## config.mk

```make
export PLATFORM = sky130hd
export DESIGN_NAME = dataPath
export DESIGN_NICKNAME = d
export VERILOG_FILES = /design/src/source/cpuPkg.sv /design/src/source/dataPath.sv /design/src/source/alu.sv /design/src/source/registerFile.sv
export SDC_FILE = /design/constraint.sdc
export NUM_CORES = 2
export LEC_CHECK = 0
export BUFFER_PORTS_ARGS = -buffer_cell sky130_fd_sc_hd__buf_2
export CAP_MARGIN = 20
export CORE_ASPECT_RATIO = 2
export CORE_MARGIN = 5
export CORE_UTILIZATION = 40
export CTS_BUF_LIST = sky130_fd_sc_hd__clkbuf_4 sky130_fd_sc_hd__clkbuf_8 sky130_fd_sc_hd__clkbuf_16
export CTS_CLUSTER_DIAMETER = 40
export DETAILED_ROUTE_END_ITERATION = 12
export SKIP_LAST_GASP = 1
export SLEW_MARGIN = 0
export SYNTH_ARGS = -nofsm -noshare
export SYNTH_HDL_FRONTEND = slang
export SYNTH_SLANG_ARGS = --single-unit
```

## constraint.sdc

```tcl
create_clock -name clk -period 39.9 [get_ports clk]
set_clock_uncertainty 0.2 [all_clocks]
set_input_delay 7.98 -clock clk [delete_from_list [all_inputs] [get_ports clk]]
set_output_delay 7.98 -clock clk [all_outputs]
set_load 0.05 [all_outputs]
```

## src/source/cpuPkg.sv

```systemverilog
package cpuPkg;

        localparam int XLen = 32;
        localparam int MemWords = 256;
        localparam int MemAddrBits = 8;
        localparam int MemLatency = 3;

        // opcode classes.
        localparam logic [6:0] OpRType = 7'd0;
        localparam logic [6:0] OpIType = 7'd1;
        localparam logic [6:0] OpSType = 7'd2;
        localparam logic [6:0] OpBType = 7'd3;
        localparam logic [6:0] OpUType = 7'd4;
        localparam logic [6:0] OpJType = 7'd5;
        localparam logic [6:0] OpHalt = 7'd127;

        localparam logic [2:0] F3Lw = 3'd6;
        localparam logic [2:0] F3Jalr = 3'd7;
        localparam logic [2:0] F3Add = 3'd0;
        localparam logic [2:0] F3Slt = 3'd2;
        localparam logic [2:0] F3Or = 3'd6;
        localparam logic [2:0] F3And = 3'd7;
        localparam logic [2:0] F3Beq = 3'd0;
        localparam logic [2:0] F3Bne = 3'd1;
        localparam logic [2:0] F3Blt = 3'd4;

        typedef enum logic [4:0] {
                sIdle, sFetch, sFetchWait, sDecode,
                sExImm, sExReg, sExBranch, sExJal, sExJalr, sExStore, sExLui,
                sMemLoad, sMemStore, sWbLoad, sWbAlu, sHalted
        } ctrlState_t;

        typedef struct packed {
                logic [6:0] func7;
                logic [4:0] rs2;
                logic [4:0] rs1;
                logic [2:0] func3;
                logic [4:0] rd;
                logic [6:0] op;
        } rView_t;

        typedef struct packed {
                logic [11:0] imm12;
                logic [4:0] rs1;
                logic [2:0] func3;
                logic [4:0] rd;
                logic [6:0] op;
        } iView_t;

        typedef union packed {
                rView_t r;
                iView_t i;
        } instr_t;

        typedef struct packed {
                logic pcWrite;
                logic irWrite;
                logic adrSrc;
                logic regWrite;
                logic memReqValid;
                logic memWrite;
                logic [1:0] aluSrcA;
                logic [1:0] aluSrcB;
                logic [1:0] aluOp;
                logic [1:0] resultSrc;
                logic [2:0] immSrc;
        } ctrlSig_t;

        typedef struct packed {
                logic valid;
                logic write;
                logic [MemAddrBits-1:0] addr;
                logic [XLen-1:0] wdata;
        } memReq_t;

        typedef enum logic [2:0] {aluAdd, aluSub, aluAnd, aluOr, aluSlt} aluOp_t;

endpackage
```

## src/source/dataPath.sv

```systemverilog
module dataPath (
        input logic clk,
        input logic rst,
        input cpuPkg::ctrlSig_t ctrl,
        input logic [31:0] memRdata,
        input logic memReady,
        output cpuPkg::instr_t instr,
        output logic zero,
        output logic neg,
        output cpuPkg::memReq_t memReq
);
        import cpuPkg::*;

        logic [XLen-1:0] pc, oldPc, mdr, aluOut, adr;
        logic [XLen-1:0] rd1, rd2, imm, srcA, srcB, aluY, result;
        aluOp_t aluFn;

        always_ff @(posedge clk or posedge rst) begin
                if (rst) begin
                        pc <= '0;
                        oldPc <= '0;
                        instr <= '0;
                end else begin
                        if (ctrl.pcWrite)
                                pc <= result;
                        if (ctrl.irWrite && memReady) begin
                                instr <= memRdata;
                                oldPc <= pc;
                        end
                end
        end

        // aluOut holds still during a memory access.
        always_ff @(posedge clk) begin
                if (memReady)
                        mdr <= memRdata;
                if (!ctrl.memReqValid)
                        aluOut <= aluY;
        end

        always_comb begin
                case (ctrl.immSrc)
                        3'b000: imm = {{20{instr.i.imm12[11]}}, instr.i.imm12};
                        3'b001: imm = {{20{instr.r.func7[6]}}, instr.r.func7, instr.r.rd};
                        3'b010: imm = {{19{instr.r.func7[6]}}, instr.r.func7[6], instr.r.rd[0],
                                       instr.r.func7[5:0], instr.r.rd[4:1], 1'b0};
                        3'b011: imm = {instr.r.func7, instr.r.rs2, instr.r.rs1, instr.r.func3, 12'b0};
                        default: imm = {{11{instr.r.func7[6]}}, instr.r.func7[6], instr.r.rs1,
                                        instr.r.func3, instr.r.rs2[0], instr.r.func7[5:0],
                                        instr.r.rs2[4:1], 1'b0};
                endcase
        end

        // 10 is register format, 11 immediate format without func7.
        always_comb begin
                case (ctrl.aluOp)
                        2'b00: aluFn = aluAdd;
                        2'b01: aluFn = aluSub;
                        default: begin
                                case (instr.r.func3)
                                        F3Add: aluFn = (ctrl.aluOp == 2'b10 && instr.r.func7[5]) ?
                                                       aluSub : aluAdd;
                                        F3Slt: aluFn = aluSlt;
                                        F3Or: aluFn = aluOr;
                                        F3And: aluFn = aluAnd;
                                        default: aluFn = aluAdd;
                                endcase
                        end
                endcase
        end

        assign srcA = ctrl.aluSrcA == 2'b00 ? pc :
                      ctrl.aluSrcA == 2'b01 ? oldPc :
                      ctrl.aluSrcA == 2'b10 ? rd1 : '0;
        assign srcB = ctrl.aluSrcB == 2'b00 ? rd2 :
                      ctrl.aluSrcB == 2'b01 ? imm : XLen'(4);

        // 11 returns the pc, which already points past the jump.
        assign result = ctrl.resultSrc == 2'b00 ? aluOut :
                        ctrl.resultSrc == 2'b01 ? mdr :
                        ctrl.resultSrc == 2'b10 ? aluY : pc;

        registerFile regFile (
                .clk(clk),
                .rst(rst),
                .ra1(instr.r.rs1),
                .ra2(instr.r.rs2),
                .wa(instr.r.rd),
                .we(ctrl.regWrite),
                .wd(result),
                .rd1(rd1),
                .rd2(rd2)
        );

        alu mainAlu (
                .a(srcA),
                .b(srcB),
                .op(aluFn),
                .y(aluY),
                .zero(zero),
                .neg(neg)
        );

        assign adr = ctrl.adrSrc ? aluOut : pc;
        assign memReq.valid = ctrl.memReqValid;
        assign memReq.write = ctrl.memWrite;
        assign memReq.addr = adr[MemAddrBits+1:2];
        assign memReq.wdata = rd2;

endmodule

```

## src/source/alu.sv

```systemverilog
module alu (
        input logic [31:0] a,
        input logic [31:0] b,
        input cpuPkg::aluOp_t op,
        output logic [31:0] y,
        output logic zero,
        output logic neg
);
        import cpuPkg::*;

        logic [31:0] diff;

        assign diff = a - b;

        always_comb begin
                case (op)
                        aluAdd: y = a + b;
                        aluSub: y = diff;
                        aluAnd: y = a & b;
                        aluOr: y = a | b;
                        aluSlt: y = {31'b0, $signed(a) < $signed(b)};
                        default: y = '0;
                endcase
        end

        assign zero = y == '0;

        // sign of a - b, used by blt.
        assign neg = diff[31];

endmodule

```

## src/source/registerFile.sv

```systemverilog
module registerFile (
        input logic clk,
        input logic rst,
        input logic [4:0] ra1,
        input logic [4:0] ra2,
        input logic [4:0] wa,
        input logic we,
        input logic [31:0] wd,
        output logic [31:0] rd1,
        output logic [31:0] rd2
);
        logic [31:0] regs [32];

        always_ff @(posedge clk or posedge rst) begin
                if (rst) begin
                        for (int i = 0; i < 32; i++)
                                regs[i] <= '0;
                end else if (we && wa != 5'd0) begin
                        regs[wa] <= wd;
                end
        end

        // x0 is never written.
        assign rd1 = regs[ra1];
        assign rd2 = regs[ra2];

endmodule

```

## Word level (Yosys, flattened, before mapping)

Cells that the tools add are included.

- Flip-flop bits (word level): 1,184
- Bits of input ports: 52

- Reduce and logical (&&, ||, !) cells: 13
- Add/subtract/negate cells: 2
- Multiplexer cells: 23
- Bitwise gates (word level): 5
- Eq/ne operators: 17
- Order comparisons: 5

Operators by type and width:

| operator | count |
|---|---|
| 1024-bit bitwise mux | 1 |
| 32-bit 2-to-1 mux | 13 |
| 32-bit binary-select mux with 5-bit select | 2 |
| 32-bit demux with 5-bit select | 1 |
| 32-bit case mux with 5 select lines | 1 |
| 31-bit case mux with 4 select lines | 1 |
| 32-bit adder | 1 |
| 32-bit AND | 1 |
| 32-bit zero test | 1 |
| 32-bit less-than comparator | 1 |
| 32-bit OR | 1 |
| 32-bit subtractor | 1 |
| 6-bit greater-or-equal comparator (second input constant) | 3 |
| 5-bit inverter with 6-bit output | 3 |
| 3-bit by 2-bit == test with 1-bit output (second input constant) | 5 |
| 3-bit case mux with 4 select lines | 1 |
| 10-bit 2-to-1 mux | 1 |
| 3-bit == test (second input constant) | 3 |
| 3-bit zero test | 3 |
| 2-bit by 1-bit == test with 1-bit output (second input constant) | 4 |
| 2-bit zero test | 4 |
| 2-bit == test (second input constant) | 3 |
| 3-bit by 1-bit == test with 1-bit output (second input constant) | 2 |
| 6-bit by 1-bit less-than comparator with 1-bit output (second input constant) | 1 |
| 4 further kinds | 7 |

## Logic depth before layout (Yosys ltp)

- Word-level depth: 13
- Gate-level depth with buffers: 22
- Gate-level depth less buffers: 19

## Modules after synthesis

From an unflattened synthesis, not the netlist that was laid out.

- Cell total of the unflattened synthesis: 6,141
- Area total of the unflattened synthesis: 69,681.8 um^2

By module, submodules not included:

| module | cells each | area each (um^2) | times used |
|---|---|---|---|
| registerFile | 4,602 | 55,951.2 | 1 |
| dataPath | 689 | 8,145.3 | 1 |
| alu | 850 | 5,585.4 | 1 |

## Least setup slack after synthesis

Ideal clock, no wire load.

- Path type: input-to-output
- Start: input port ctrl[9] (netlist name)
- End: output port zero
- Slack: 18.950 ns
- Data arrival time: 12.770 ns
- Cell stages on the path: 16
- Cell sequence: clkbuf_1 -> clkbuf_1 -> mux2i_1 -> o22ai_1 -> ha_1 -> nor2b_4 -> o31a_1 -> o2111ai_2 -> nand2_2 -> o31ai_4 -> o31ai_2 -> a221o_1 -> a22o_1 -> or4b_1 -> or4_1 -> nor4_2

- Longest elaborated chain between the ends: 7
- Elaborated cells on any way between the ends: 13

Ends and longest elaborated chain:

| element | line | RTL |
|---|---|---|
| start: declaration | dataPath.sv:4 | `input cpuPkg::ctrlSig_t ctrl,` |
| 2-bit == test | dataPath.sv:74 | `ctrl.aluSrcA == 2'b10 ? rd1 : '0;` |
| 32-bit 2-to-1 mux | dataPath.sv:74 |  |
| 32-bit 2-to-1 mux | dataPath.sv:73 | `ctrl.aluSrcA == 2'b01 ? oldPc :` |
| 32-bit 2-to-1 mux (*) | dataPath.sv:72 | `assign srcA = ctrl.aluSrcA == 2'b00 ? pc :` |
| 32-bit subtractor, or another cell as far along | alu.sv:13 | `assign diff = a - b;` |
| 32-bit case mux with 5 select lines (*) | alu.sv:16 | `case (op)` |
| named net aluY[26] | dataPath.sv:15 | `logic [XLen-1:0] rd1, rd2, imm, srcA, srcB, aluY, result;` |
| 32-bit zero test (*) | alu.sv:26 | `assign zero = y == '0;` |
| end: declaration | dataPath.sv:8 | `output logic zero,` |

Mark *: on every way through the listed nets, which the timed path passes. The rest lies on a longest branch.

## Final worst setup path

Same ends and word-level chain as after synthesis.

==> impl_metrics.yaml <==
routing:
  avgRoutedWirePerCell_um: 30.3
  detailroute.via_count: 48000
  viasPerCell: 6.15
  route.final.wire_length_mm: 236
  drt_drc_violations_left: 0
  number_of_detailed_route_iterations_in_the_first_pass: 5
  drt.antenna.violating_nets: 0
  drt_first_iter_violations: 4707
floorplan:
  placementRows: 209
  floorplan.die.width_um: 295
  initial_core_util_pct: 40.2
  core-area_mm2: 0.162
  floorplan.io_pins: 128
  die_area_mm2: 0.172
  die_height_um: 581
power_and_ir_drop:
  netSwitchingFraction_pct: 39.0
  pwr_density_cell_mw_per_mm2: 76.5
  internal_power_consumption_w: 0.00336
  combinationalPowerShare_pct: 40.1
  p_sw_w: 0.00215
  proportion_of_power_drawn_by_flip_flops_and_latches_pct: 38.1
  total_leakage_power_nw: 31.2
  power.ir.vdd_worst_mv: 0.0427
  power_frac_clock_pct: 21.8
cts:
  clk_pin_slew_worst_paths_ns: 0.06
  clock_tree.htree_level_count: 3
  ctsRootBufferMaster: "clkbuf_16"
  clkSinkCount: 1184
  post_cts_setup_bufs: 0
  max-clock-path-buffers: 3
  count_of_hold_buffers_inserted_by_post_cts_repair: 0
  clock_buffer_count_from_cts: 112
  tritoncts: "yes"
  clock_latency_ns: 0.77
  cts-resized-gates: 0
setup_path:
  path_buf_inv: 4
  cp_cell_sequence: "buf_2, buf_4, nand2b_2, buf_4, o22ai_1, ha_1, o21a_1, o31a_1, o21ai_0, o21ai_0, a21oi_1, mux2i_1, o211ai_1, nor4b_1, nand4_1, or4_1, nor4_2, buf_2"
  timing.rr.end: "regFile.regs[511]"
  slowest_delay_ns: 0.88
  cp.required_ns: 31.72
  crit_path_top_delay_cell: "nor4b_1"
  r2r.worst_path.cells: 18
  path_max_fanout: 33
  critical-path-top-delay-family: "simple AND/OR/NAND/NOR gates"
  rr_startpoint: "instr[16]"
  worst_path_arrival_time_ns: 14.77
  regToRegSetupSlack_ns: 29.55
  setup.worst_path.start_class: "primary input"
  setup.worst_path.class: "in -> out"
  crit_path_end_kind: "output port"
synthesis:
  yosys-top-cells-area: "dfrtp_1, mux4_2, o21ai_0"
  synth_enable_flop_cells: 64
  ys_types: 95
  syn_inst: 5770
  async_flop_share_pct: 94.6
  avgSynthCellArea_um2: 11.3
  yosysWarningCount: 0
  netlist_area_mm2: 0.0652
  synth-seq-cells: 1184
  synth_top_area_cell: "dfrtp_1"
  mappedNetlistNets: 5920
  synth_largest_type_area_fraction_pct: 43.0
  synth-seq-area-share_pct: 46.0
  ys.flop_type: "dfrtp_1"
status:
  status: "finished, final reports clean"
grt:
  globalRouteOverflowTotal: 0
  grt_max_degree: 165
  grt_util_all_layers_pct: 27.3
  initial_antenna_violation_count: 17
  grt_pass1_wl_mm: 345
  grt_pass1_vias: 49400
timing:
  report.final.setup_viol: 0
  grt_setup_unrepaired: "no"
  max_slew.worst_pin.slew_ns: 1.21
  period_needed_ns: 22.95
  relSlewSlack_pct: 16.7
  min_period_over_period_pct: 57.5
  worst_slack_ns: 16.95
  clock.fmax_mhz: 43.6
  finalMaxSlewViolations: 0
  hold_viol: 0
  final.setup.tns_ns: 0
hold_path:
  min-delay-start: "regFile.regs[1013]"
  holdPathEnd: "regFile.regs[1013]"
  worst_hold_path_type: "reg -> reg"
  whs_path_depth: 0
place:
  hpwlAfterDp_mm: 153
  placement.setup.worst_slack_ns: 17.05
  place.port_buffers: 125
  place.gp.congestion: 0.974
  post_dp_cell_area_mm2: 0.0677
run:
  max-cap-violations: 0
layout:
  finalInstanceArea_mm2: 0.0720
  net_count_final: 5730
  drive_gt1_share_pct: 24.1
  filler_cell_count: 14900
  syn_to_layout_area_delta_pct: 10.4
## metal layers
metal,GRT usage [%],up-vias,routed length [um]
met1,31.1,24700,82300
met4,18.6,4,19400
li1,-,20500,-
met2,46.4,2043,118000
met3,4.92,696,15900
met5,0,-,21
## per-stage QoR
| step | util (%) | instances | hold WS [ns] | total power, W |
|---|---|---|---|---|
| 3_5_place_dp | 41.7 | 7568 | 0.183 | 0.00430 |
| 3_3_place_gp | 41.7 | 7563 | 0.176 | 0.00421 |
| 4_1_cts | 44.3 | 7776 | 0.197 | 0.00550 |
| 5_1_grt | 44.4 | 7789 | 0.208 | 0.00579 |
| 2_1_floorplan | - | 5770 | 0.241 | 0.00357 |
| 6_report | 44.4 | 7796 | 0.194 | 0.00551 |
## worst max path at each step
| stage | slack (ns) | cells after the start | start | to |
|---|---|---|---|---|
| floorplan | 0.18 | 1 | rst | instr[0] |
| global placement | 16.72 | 19 | ctrl[9] | zero |
| detailed placement | 17.05 | 21 | ctrl[9] | zero |
| CTS | 17.04 | 21 | ctrl[9] | zero |
| global route | 16.81 | 19 | ctrl[8] | zero |
| finish | 16.95 | 18 | ctrl[9] | zero |
## sequential cells by signal, summed over array words and instances (netlist names)
| register | count |
|---|---|
| pc | 32 |
| instr | 32 |
| mdr | 32 |
| aluOut | 32 |
| oldPc | 32 |
| regFile.regs | 1024 |
## logic make-up after synthesis
logic type               Yosys count  share of synthesized area (%)
AND/OR/NAND/NOR                 1520                           9.47
AO/OA/AOI/OAI                   1317                           11.5
flip-flops                      1184                           46.0
multiplexers                     923                           26.8
buffers and inverters            720                           4.27
adder cells (fa/ha/maj)           98                           1.90
XOR/XNOR                           8                          0.108
## power by group through the flow
stage | clock, W | sequential (W) | combinational, W
after floorplan | 0 | 0.00198 | 0.00159
after global placement | 0 | 0.00206 | 0.00215
after detailed placement | 0 | 0.00211 | 0.00219
after CTS | 0.00121 | 0.00209 | 0.00220
after global routing | 0.00126 | 0.00216 | 0.00237
final | 0.00120 | 0.00210 | 0.00221
## cell usage after synthesis, types with 9 or more instances
library cell	n
o21ai_0	913
a22o_1	10
o21ai_1	12
nor2b_1	13
nand3_1	23
a2bb2oi_1	11
inv_1	152
mux4_2	644
o221a_2	9
o31ai_1	15
mux2_2	135
edfxtp_1	64
nor3b_1	9
a21oi_1	122
ha_1	96
a21o_1	9
a211oi_1	11
nand2b_1	20
or3_1	12
buf_2	18
a31oi_1	10
mux2i_1	144
o22ai_1	53
buf_1	78
nand2_1	1207
nor3_1	21
o211ai_1	13
dfrtp_1	1120
o22a_1	24
nand4_1	9
a221oi_1	11
nor2_1	149
clkbuf_1	454
o21bai_1	9
## cell type report
type	count	area (um2)	share of cell area (%)
sequential	1184	30000	41.7
clock buffer	152	3230	4.48
multi-input combinational	3866	32700	45.5
clock inverter	56	887	1.23
timing repair buffer	260	1870	2.60
inverter	156	593	0.824
tap	2110	2640	3.67
antenna	12	30.0	0.0417
## worst register-to-register path, stage by stage, from the launching register on
cell	delay, ns
dfrtp_4	0.98
buf_4	0.93
buf_4	0.81
buf_12	0.66
mux4_2	0.45
mux4_2	0.47
mux2i_1	0.70
o22ai_1	0.25
ha_1	0.47
o211ai_1	0.13
a21oi_1	0.54
o211ai_1	0.33
a211oi_1	0.96
nor2_1	0.19
o21a_1	0.33
a311oi_1	0.27
a21bo_2	0.30
mux4_2	0.80
mux2_2	0.45
## layout by cell type, fill, tap and decap left out, types with 10 or more instances in the layout
| cell type | n |
|---|---|
| mux2_2 | 135 |
| nand2_1 | 1175 |
| nand3_1 | 23 |
| a211oi_1 | 11 |
| o21ai_0 | 893 |
| mux2i_1 | 144 |
| a22o_1 | 10 |
| nor3_1 | 21 |
| a21oi_1 | 122 |
| nor2b_1 | 13 |
| ha_1 | 96 |
| clkbuf_16 | 114 |
| buf_2 | 126 |
| o22a_1 | 24 |
| diode_2 | 12 |
| nor2_1 | 149 |
| clkinv_2 | 13 |
| buf_4 | 114 |
| a2bb2oi_1 | 11 |
| bufinv_16 | 16 |
| mux4_2 | 644 |
| o31ai_1 | 15 |
| clkbuf_4 | 24 |
| o22ai_1 | 53 |
| edfxtp_1 | 64 |
| nand2_4 | 17 |
| o21ai_2 | 19 |
| nand2b_1 | 19 |
| nand2_2 | 16 |
| clkbuf_8 | 14 |
| o21ai_1 | 13 |
| dfrtp_4 | 10 |
| or3_1 | 12 |
| inv_1 | 150 |
| o211ai_1 | 13 |
| dfrtp_1 | 1109 |
Power figures use the tool's default switching activity.
