`config.mk`:
```
export PLATFORM = sky130hd
export DESIGN_NAME = mainController
export DESIGN_NICKNAME = d
export VERILOG_FILES = /design/src/source/cpuPkg.sv /design/src/source/mainController.sv
export SDC_FILE = /design/constraint.sdc
export NUM_CORES = 1
export LEC_CHECK = 0
export ABC_AREA = 1
export ABC_CLOCK_PERIOD_IN_PS = 1400
export BUFFER_PORTS_ARGS = -buffer_cell sky130_fd_sc_hd__buf_2
export CAP_MARGIN = 20
export CORE_MARGIN = 2
export CORE_UTILIZATION = 35
export CTS_CLUSTER_SIZE = 20
export DETAILED_ROUTE_END_ITERATION = 10
export GPL_TIMING_DRIVEN = 0
export PLACE_DENSITY = 0.75
export SLEW_MARGIN = 40
export SYNTH_ARGS = -nofsm -noshare
export SYNTH_HDL_FRONTEND = slang
export SYNTH_SLANG_ARGS = --single-unit
```
`constraint.sdc`:
```
create_clock -name clk -period 1.4 [get_ports clk]
set_input_delay 0.14 -clock clk [delete_from_list [all_inputs] [get_ports clk]]
set_output_delay 0.14 -clock clk [all_outputs]
set_load 0.03 [all_outputs]
```
`src/source/cpuPkg.sv`:
```
package cpuPkg;

        localparam int XLen = 32;
        localparam int MemWords = 256;
        localparam int MemAddrBits = 8;
        localparam int MemLatency = 3;

        // opcode classes.
        localparam logic [6:0] OpRType = 7'd0;
        localparam logic [6:0] OpIType = 7'd1;
        localparam logic [6:0] OpSType = 7'd2;
        localparam logic [6:0] OpBType = 7'd3;
        localparam logic [6:0] OpUType = 7'd4;
        localparam logic [6:0] OpJType = 7'd5;
        localparam logic [6:0] OpHalt = 7'd127;

        localparam logic [2:0] F3Lw = 3'd6;
        localparam logic [2:0] F3Jalr = 3'd7;
        localparam logic [2:0] F3Add = 3'd0;
        localparam logic [2:0] F3Slt = 3'd2;
        localparam logic [2:0] F3Or = 3'd6;
        localparam logic [2:0] F3And = 3'd7;
        localparam logic [2:0] F3Beq = 3'd0;
        localparam logic [2:0] F3Bne = 3'd1;
        localparam logic [2:0] F3Blt = 3'd4;

        typedef enum logic [4:0] {
                sIdle, sFetch, sFetchWait, sDecode,
                sExImm, sExReg, sExBranch, sExJal, sExJalr, sExStore, sExLui,
                sMemLoad, sMemStore, sWbLoad, sWbAlu, sHalted
        } ctrlState_t;

        typedef struct packed {
                logic [6:0] func7;
                logic [4:0] rs2;
                logic [4:0] rs1;
                logic [2:0] func3;
                logic [4:0] rd;
                logic [6:0] op;
        } rView_t;

        typedef struct packed {
                logic [11:0] imm12;
                logic [4:0] rs1;
                logic [2:0] func3;
                logic [4:0] rd;
                logic [6:0] op;
        } iView_t;

        typedef union packed {
                rView_t r;
                iView_t i;
        } instr_t;

        typedef struct packed {
                logic pcWrite;
                logic irWrite;
                logic adrSrc;
                logic regWrite;
                logic memReqValid;
                logic memWrite;
                logic [1:0] aluSrcA;
                logic [1:0] aluSrcB;
                logic [1:0] aluOp;
                logic [1:0] resultSrc;
                logic [2:0] immSrc;
        } ctrlSig_t;

        typedef struct packed {
                logic valid;
                logic write;
                logic [MemAddrBits-1:0] addr;
                logic [XLen-1:0] wdata;
        } memReq_t;

        typedef enum logic [2:0] {aluAdd, aluSub, aluAnd, aluOr, aluSlt} aluOp_t;

endpackage
```
`src/source/mainController.sv`:
```
module mainController (
        input logic clk,
        input logic rst,
        input logic run,
        input cpuPkg::instr_t instr,
        input logic zero,
        input logic neg,
        input logic memReady,
        output cpuPkg::ctrlSig_t ctrl,
        output logic halted
);
        import cpuPkg::*;

        ctrlState_t state;
        ctrlState_t next;
        logic take;
        logic isJalr;

        assign isJalr = instr.r.op == OpIType && instr.r.func3 == F3Jalr;

        always_ff @(posedge clk or posedge rst) begin
                if (rst)
                        state <= sIdle;
                else
                        state <= next;
        end

        always_comb begin
                next = state;
                case (state)
                        sIdle: if (run) next = sFetch;
                        sFetch: next = sFetchWait;
                        sFetchWait: if (memReady) next = sDecode;
                        sDecode: begin
                                case (instr.r.op)
                                        OpRType: next = sExReg;
                                        OpIType: next = isJalr ? sExJalr : sExImm;
                                        OpSType: next = sExStore;
                                        OpBType: next = sExBranch;
                                        OpUType: next = sExLui;
                                        OpJType: next = sExJal;
                                        OpHalt: next = sHalted;
                                        default: next = sFetch;
                                endcase
                        end
                        sExImm: next = (instr.r.func3 == F3Lw) ? sMemLoad : sWbAlu;
                        sExReg: next = sWbAlu;
                        sExStore: next = sMemStore;
                        sMemLoad: if (memReady) next = sWbLoad;
                        sMemStore: if (memReady) next = sFetch;
                        sHalted: next = sHalted;
                        default: next = sFetch;
                endcase
        end

        always_comb begin
                case (instr.r.func3)
                        F3Beq: take = zero;
                        F3Bne: take = !zero;
                        F3Blt: take = neg;
                        default: take = 1'b0;
                endcase
        end

        // mux codes as decoded in dataPath.
        always_comb begin
                ctrl = '0;
                case (state)
                        sFetch: ctrl.memReqValid = 1'b1;
                        sFetchWait: begin
                                // pc + 4 lands together with the instruction.
                                ctrl.memReqValid = 1'b1;
                                ctrl.irWrite = 1'b1;
                                ctrl.pcWrite = memReady;
                                ctrl.aluSrcB = 2'b10;
                                ctrl.resultSrc = 2'b10;
                        end
                        sDecode: begin
                                // jump target into aluOut, link into rd.
                                ctrl.aluSrcB = 2'b01;
                                if (instr.r.op == OpJType) begin
                                        ctrl.aluSrcA = 2'b01;
                                        ctrl.immSrc = 3'b100;
                                        ctrl.regWrite = 1'b1;
                                        ctrl.resultSrc = 2'b11;
                                end else if (isJalr) begin
                                        ctrl.aluSrcA = 2'b10;
                                        ctrl.immSrc = 3'b000;
                                        ctrl.regWrite = 1'b1;
                                        ctrl.resultSrc = 2'b11;
                                end else begin
                                        ctrl.aluSrcA = 2'b01;
                                        ctrl.immSrc = 3'b010;
                                end
                        end
                        sExImm: begin
                                ctrl.aluSrcA = 2'b10;
                                ctrl.aluSrcB = 2'b01;
                                ctrl.aluOp = (instr.r.func3 == F3Lw) ? 2'b00 : 2'b11;
                        end
                        sExReg: begin
                                ctrl.aluSrcA = 2'b10;
                                ctrl.aluOp = 2'b10;
                        end
                        sExBranch: begin
                                ctrl.aluSrcA = 2'b10;
                                ctrl.aluOp = 2'b01;
                                ctrl.pcWrite = take;
                        end
                        sExJal, sExJalr: ctrl.pcWrite = 1'b1;
                        sExStore: begin
                                ctrl.aluSrcA = 2'b10;
                                ctrl.aluSrcB = 2'b01;
                                ctrl.immSrc = 3'b001;
                        end
                        sExLui: begin
                                ctrl.aluSrcA = 2'b11;
                                ctrl.aluSrcB = 2'b01;
                                ctrl.immSrc = 3'b011;
                                ctrl.resultSrc = 2'b10;
                                ctrl.regWrite = 1'b1;
                        end
                        sMemLoad: begin
                                ctrl.memReqValid = 1'b1;
                                ctrl.adrSrc = 1'b1;
                        end
                        sMemStore: begin
                                ctrl.memReqValid = 1'b1;
                                ctrl.memWrite = 1'b1;
                                ctrl.adrSrc = 1'b1;
                        end
                        sWbLoad: begin
                                ctrl.resultSrc = 2'b01;
                                ctrl.regWrite = 1'b1;
                        end
                        sWbAlu: ctrl.regWrite = 1'b1;
                        default: ctrl = '0;
                endcase
        end

        assign halted = state == sHalted;

        assert property (@(posedge clk) disable iff (rst) ctrl.memWrite |-> ctrl.memReqValid);
        assert property (@(posedge clk) disable iff (rst) state <= sHalted);

endmodule

```
======== Yosys cells after proc, flatten, opt, wreduce, memory -nomap -nowiden ========
Index checks and enable logic that the tools add are counted.
Widths: inputs -> output; s select.
cells by class
  equal/unequal tests ..................... 29
  multiplexer cells ....................... 28
  reductions and logical operators ........ 13
operator list
  cell                number
  $pmux 5 s10         1
  $eq 5x4->1 const B  8
  $pmux 4 s7          1
  $mux 5              5
  $eq 5x3->1 const B  4
  $pmux 2 s3          3
  $eq 7x2->1 const B  2
  $eq 7x3->1 const B  2
  $reduce_or 4->1     3
  $eq 5x2->1 const B  2
  $mux 2              5
  $eq 3x3->1 const B  3
  $pmux 3 s3          1
  $ne 2x2->1 const B  4
  $eq 7x1->1 const B  1
  $eq 7x7->1 const B  1
  $logic_not 7->1     1
  $mux 1              6
  $pmux 1 s3          2
  $reduce_or 2->1     3
  $eq 5x1->1 const B  1
  $logic_not 5->1     1
  $mux 4              1
  $pmux 2 s2          1
  other kinds (8)     8
storage, ports and cells
  register bits after elaboration ......... 5
  input port bits ......................... 38
  output and inout bits ................... 18

======== Longest topological paths before layout ========
Gate-level depths: netlist of run 1.
  word-level depth ........................ 5
  mapped depth ............................ 10
  depth with buffers taken out ............ 10

======== Least setup slack after synthesis of run 1 ========
No wires, ideal clock.
  path kind ............................... register to output
  start point ............................. reg state[1]
  end point ............................... out ctrl[1] (netlist bit)
  arrival ................................. 1420 ps
  slack ................................... -160 ps
  stages on the path, launching flop included .. 5
  path buffers ............................ 0
  cells stage by stage .................... dfrtp_1 -> nand2_2 -> inv_2 -> nand2_2 -> o21ai_0
RTL lines
  item                    line                  RTL
  start, declared         mainController.sv:14  ctrlState_t state;
  start signal, assigned  mainController.sv:23  state <= sIdle;
  start signal, assigned  mainController.sv:25  state <= next;
  end, declared           mainController.sv:9   output cpuPkg::ctrlSig_t ctrl,

==> results of run 1 <==
-- cell families after synthesis --
kind of cell	after synthesis	synth area share, %
AND/OR/NAND/NOR	96	57.0
flip-flops	4	13.7
AO/OA/AOI/OAI	17	15.0
buffers and inverters	28	14.3
-- placed cells by master (no fill, tap or decap) --
cell           instances
o21ai_2                4
buf_4                 21
o211ai_1               1
o21ai_1                3
inv_2                  5
nand2_2                5
buf_2                 16
nand4_1                3
inv_1                 19
inv_6                  1
dfrtp_2                4
a21oi_2                1
o2111ai_1              1
o311ai_2               1
o221ai_1               2
nand3b_1               1
nor2_1                21
nor2_2                 2
and2_4                 1
a21oi_1                1
nor2_4                10
nand2_8                2
inv_4                  3
nand3_2                2
buf_6                 16
clkbuf_4               3
nand3_1                5
nor3_1                 1
nand2_1               35
nor3_4                 1
nand2_4                7
o21ai_0                3
dlygate4sd3_1          1
-- per-stage QoR --
stage               util [%]  area (um2)  hold slack [ns]  instances
finish                  72.5        1420            0.240        229
floorplan                  -         739          -0.0939        145
global route            72.5        1420            0.253        229
CTS                     59.4        1160            0.210        216
global placement        47.8         938           0.0148        205
detailed placement      47.8         938           0.0176        205
-- final cells by class --
type                    instances  area share, %
multi-input cells             113           50.3
repair buffers                 54           30.1
inverters                      28           8.27
flip-flops and latches          4           7.39
well taps                      27           2.37
clock buffers                   3           1.58
-- worst max-delay path, delay by kind of cell, from the launching register on --
kind                   cells  cell delay, ns
AND/OR/NAND/NOR            3            0.19
AO/OA/AOI/OAI              1            0.09
flip-flops                 1            0.46
buffers and inverters      4            0.50
-- metal layers --
layer / track usage, % / part of all wire [%] / up-vias
li1: - / - / 571
met1: 24.6 / 36 / 550
met2: 35.6 / 54 / 70
met3: 0.606 / 7.9 / 8
met4: 2.78 / 2.0 / 0
met5: 0 / 0 / -
-- power by group through the flow --
stage                     logic, mW  clock network [mW]  registers [mW]
after floorplan                1.13                   0           0.242
after global placement         1.47                   0           0.259
after detailed placement       1.48                   0           0.263
after CTS                      1.92               0.139           0.302
after global routing           2.63               0.142           0.336
final                          2.51               0.137           0.327
-- path summary, 6_finish.rpt --
path	slack, ns	endpoint	cells after the start	from
max	-0.22	ctrl[13]	8	state[0]$_DFFE_PP0P_
min	0.24	state[2]$_DFFE_PP0P_	4	memReady
max reg2reg	-0.18	state[2]$_DFFE_PP0P_	10	state[0]$_DFFE_PP0P_
min reg2reg	0.81	state[3]$_DFFE_PP0P_	3	state[3]$_DFFE_PP0P_
max in group asynchronous	0.92	state[1]$_DFFE_PP0P_	3	rst
min in group asynchronous	0.33	state[0]$_DFFE_PP0P_	3	rst
-- what timing repair did --
item / CTS / global route
hold endpoints to repair: 4 / 0
setup endpoints to repair: 19 / 22
hold buffers: 1 / 0
pin swaps: 6 / 13
setup buffers: 7 / 13
resized for setup: 49 / 45
==> flow_metrics.py, run 1 <==
metrics = {
    "worst_setup_path": {
        "worst-setup-path-type": "flop to primary output",
        "crit_fanout": 4,
        "crit_chain": "buf_6 > nand2_4 > inv_4 > nand2_4 > inv_6 > nand2_4 > o211ai_1 > buf_4",
        "cp.arrival_ns": 1.48,
        "worstPathRequired_ns": 1.26,
        "end_kind": "primary output",
        "crit_top_cell": "nand2_4",
        "slowest_stage": "dfrtp_2",
        "max_stage_delay_ns": 0.46,
        "start_kind": "flop",
    },
    "layout": {
        "top_register": "state",
        "largest_register_ff_count": 4,
        "regArea_um2": 105,
        "nFillCells": 171,
        "area_growth_pct": 94.0,
        "multi_input_area_um2": 716,
        "drive_gt1_share_pct": 52.0,
        "diodes": 0,
        "fin_nets": 242,
        "reg_top3": "state (4)",
    },
    "routing": {
        "routedWlPerCell_um": 13.2,
        "drc_errors": 0,
        "firstDrtPassIters": 4,
        "drtAntennaViolNets": 0,
        "via_per_inst": 5.24,
        "via_count": 1199,
        "drt-total-wl_um": 3020,
        "drt_iter0_markers": 55,
    },
    "clocking": {
        "ctsRootBufferMaster": "clkbuf_4",
        "clkSlewWorstSetupHoldPaths_ns": 0.04,
        "h-tree-depth": 1,
        "clock_path_buffers": 2,
        "clock_latency_ns": 0.23,
        "cts_sinks": 4,
        "cts-buffers-inserted": 3,
        "cts_tree": "built",
    },
    "timing": {
        "skew_ns": 0.00165,
        "setup_slack_ns": -0.221,
        "hold_viol_final": 0,
        "setup_violations": 22,
        "worst_slew_pin_slew_ns": 0.297,
        "rsz0062_at_grt": "yes",
        "slew_headroom_pct": 80.1,
        "min_period_ns": 1.62,
        "fin_crit_sh_pct": 116,
        "finalSetupTns_ns": -3.04,
        "max_freq_mhz": 617,
        "slew_violations": 0,
    },
    "global_routing": {
        "grt_usage_pct": 19.0,
        "gr-total-overflow": 0,
        "grt_pass1_wl_um": 3820,
        "grt_pass1_vias": 937,
        "grt_antenna_before_repair": 0,
        "grt_max_degree": 8,
    },
    "yosys": {
        "synth_area_leaders": "nand2_1 23%, nor2_1 15%, dfrtp_1 14%, inv_1 13%, nand3_1 4.8%",
        "postSynth.asyncResetShare_pct": 100,
        "netlist_area_um2": 733,
        "synth-seq-cells": 4,
        "yosysSeqAreaShare_pct": 13.7,
        "ys.flop_type": "dfrtp_1",
        "synth_edf_count": 0,
        "syn_avg_cell_area_um2": 5.06,
        "synth_most_common_cell": "nand2_1",
        "synth_largest_area_cell": "nand2_1",
        "yosys.cell_types.count": 23,
        "synth_top_cell_area_share_pct": 22.5,
        "synth_common_cells": "44 x nand2_1, 30 x nor2_1, 25 x inv_1",
        "synthCells": 145,
        "yosys_warnings": 0,
        "syn_nets": 183,
    },
    "floorplanning": {
        "die_area_um2": 2480,
        "die_w_um": 49.8,
        "die_y_um": 49.8,
        "start_util_pct": 37.4,
        "io_pins": 56,
        "core_area_um2": 1960,
        "row_count": 16,
    },
    "run_status": {
        "violations": "negative setup slack",
        "outcome": "finished with violations",
    },
    "place": {
        "gp_congestion": 0.869,
        "dp_slack_ns": -0.188,
        "numPortBuffers": 33,
        "hpwl_um": 1700,
    },
    "power_and_ir_drop": {
        "seqPwrFrac_pct": 11.0,
        "power_density_nw_per_um2": 2090,
        "power_frac_clock_pct": 4.6,
        "combPwrFrac_pct": 84.4,
        "power_mw": 2.97,
        "p_switching_mw": 1.66,
        "leakage_nw": 0.789,
        "ir_drop_mv": 1.32,
        "p_int_mw": 1.31,
        "p_sw_share_pct": 55.8,
    },
    "flow_run": {
        "cap_violations": 0,
    },
    "hold_path": {
        "hp-class": "input pin to flop",
    },
}
(Power assumes the default switching activity.)
==> run 2, diff against run 1 <==
- REMOVE_ABC_BUFFERS: default -> 1
==> flow_metrics.py, run 2 (synthesis results as in run 1) <==
metrics = {
    "run_status": {
        "outcome": "finished with violations",
        "violations": "negative setup slack",
    },
    "clocking": {
        "cts_tree": "built",
        "cts-buffers-inserted": 3,
        "clkSlewWorstSetupHoldPaths_ns": 0.04,
        "cts_sinks": 4,
        "ctsRootBufferMaster": "clkbuf_4",
        "clock_path_buffers": 2,
        "h-tree-depth": 1,
        "clock_latency_ns": 0.24,
    },
    "timing": {
        "rsz0062_at_grt": "yes",
        "setup_violations": 21,
        "slew_violations": 0,
        "setup_slack_ns": -0.209,
        "skew_ns": 0.00460,
        "fin_crit_sh_pct": 115,
        "worst_slew_pin_slew_ns": 0.260,
        "max_freq_mhz": 622,
        "slew_headroom_pct": 82.6,
        "hold_viol_final": 0,
        "min_period_ns": 1.61,
        "hold_slack_ns": 0.204,
    },
    "routing": {
        "via_count": 1116,
        "firstDrtPassIters": 4,
        "drc_errors": 0,
        "via_per_inst": 4.92,
        "routedWlPerCell_um": 11.6,
        "drtAntennaViolNets": 0,
        "drt_iter0_markers": 27,
        "drt-total-wl_um": 2630,
    },
    "layout": {
        "top_register": "state",
        "drive_gt1_share_pct": 51.0,
        "area_growth_pct": 84.5,
        "reg_top3": "state (4)",
        "final_core_util_pct": 68.9,
        "layout_common_cells": "36 x nand2_1, 24 x buf_4, 21 x nor2_1",
        "fin_nets": 240,
        "layout_commonest_cell": "nand2_1",
        "fin_area_um2": 1350,
        "diodes": 0,
        "largest_register_ff_count": 4,
    },
    "worst_setup_path": {
        "start_kind": "flop",
        "cp.arrival_ns": 1.47,
        "crit_fanout": 5,
        "end_kind": "primary output",
        "worstPathRequired_ns": 1.26,
        "worst-setup-path-type": "flop to primary output",
    },
    "power_and_ir_drop": {
        "p_sw_share_pct": 55.3,
        "seqPwrFrac_pct": 11.2,
        "power_density_nw_per_um2": 2050,
        "combPwrFrac_pct": 83.4,
        "power_frac_clock_pct": 5.4,
        "p_int_mw": 1.24,
        "p_switching_mw": 1.53,
        "ir_drop_mv": 1.76,
        "leakage_nw": 0.752,
    },
    "global_routing": {
        "grt_pass1_vias": 901,
        "grt_usage_pct": 19.0,
        "gr-total-overflow": 0,
        "grt_pass1_wl_um": 3720,
        "grt_max_degree": 8,
        "grt_antenna_before_repair": 0,
    },
    "floorplanning": {
        "die_w_um": 49.8,
        "start_util_pct": 37.4,
        "die_area_um2": 2480,
        "core_area_um2": 1960,
        "row_count": 16,
        "io_pins": 56,
        "die_y_um": 49.8,
    },
    "hold_path": {
        "hp-class": "input pin to flop",
    },
    "place": {
        "hpwl_um": 1630,
        "numPortBuffers": 33,
        "postPlaceCellArea_um2": 932,
        "dp_slack_ns": -0.190,
        "gp_congestion": 0.867,
    },
    "flow_run": {
        "cap_violations": 0,
    },
}
## run 2: what timing repair did
item | CTS | global route
endpoints found under the setup margin | 21 | 22
buffers inserted | 6 | 12
pin swaps | 2 | 10
hold buffers | 1 | 0
resized for setup | 46 | 43
endpoints found under the hold margin | 4 | 0
## run 2: metrics by stage
| stage | instances | total power, mW | TNS, ns |
|---|---|---|---|
| detailed placement | 205 | 1.72 | -1.01 |
| global route | 227 | 2.93 | -3.47 |
| global placement | 205 | 1.70 | -1.01 |
| CTS | 215 | 2.25 | -1.54 |
| finish | 227 | 2.77 | -2.24 |
| floorplan | 145 | 1.35 | -0.479 |
## run 2: final cells by class
type                    count  area [um2]
flip-flops and latches      4         105
multi-input cells         113         678
repair buffers             52         400
inverters                  28         113
fillers                   184         609
well taps                  27        33.8
clock buffers               3        22.5
## run 2: critical path, stage by stage (launching register included)
cell and delay, ns:
dfrtp_2 0.46, buf_4 0.17, nand2_2 0.07, nor2_2 0.05, nor2_4 0.15, buf_4 0.13, nand2_2 0.06, buf_6 0.14
## run 2: per-layer routing
| metal | wire (um) | track usage [%] | part of all wire [%] |
|---|---|---|---|
| met2 | 1380 | 30.9 | 52 |
| met5 | 0 | 0 | 0 |
| met4 | 25 | 7.41 | 0.95 |
| met1 | 1040 | 25.8 | 40 |
| met3 | 181 | 1.82 | 6.9 |
## run 2: path summary, 6_finish.rpt
kind                                 startpoint  slack (ns)  cells past startpoint              endpoint
max                        state[0]$_DFFE_PP0P_       -0.21                      7               ctrl[7]
min                                    memReady        0.20                      4  state[2]$_DFFE_PP0P_
max reg2reg                state[1]$_DFFE_PP0P_       -0.06                      9  state[0]$_DFFE_PP0P_
min reg2reg                state[3]$_DFFE_PP0P_        0.77                      3  state[3]$_DFFE_PP0P_
max in group asynchronous                   rst        0.92                      3  state[2]$_DFFE_PP0P_
min in group asynchronous                   rst        0.32                      3  state[0]$_DFFE_PP0P_
## run 2: power groups by stage
stage	sequential (mW)	clock (mW)	combinational [mW]
floorplan	0.239	0	1.11
global placement	0.257	0	1.44
detailed placement	0.260	0	1.46
CTS	0.307	0.140	1.81
global route	0.318	0.155	2.46
finish	0.311	0.149	2.31
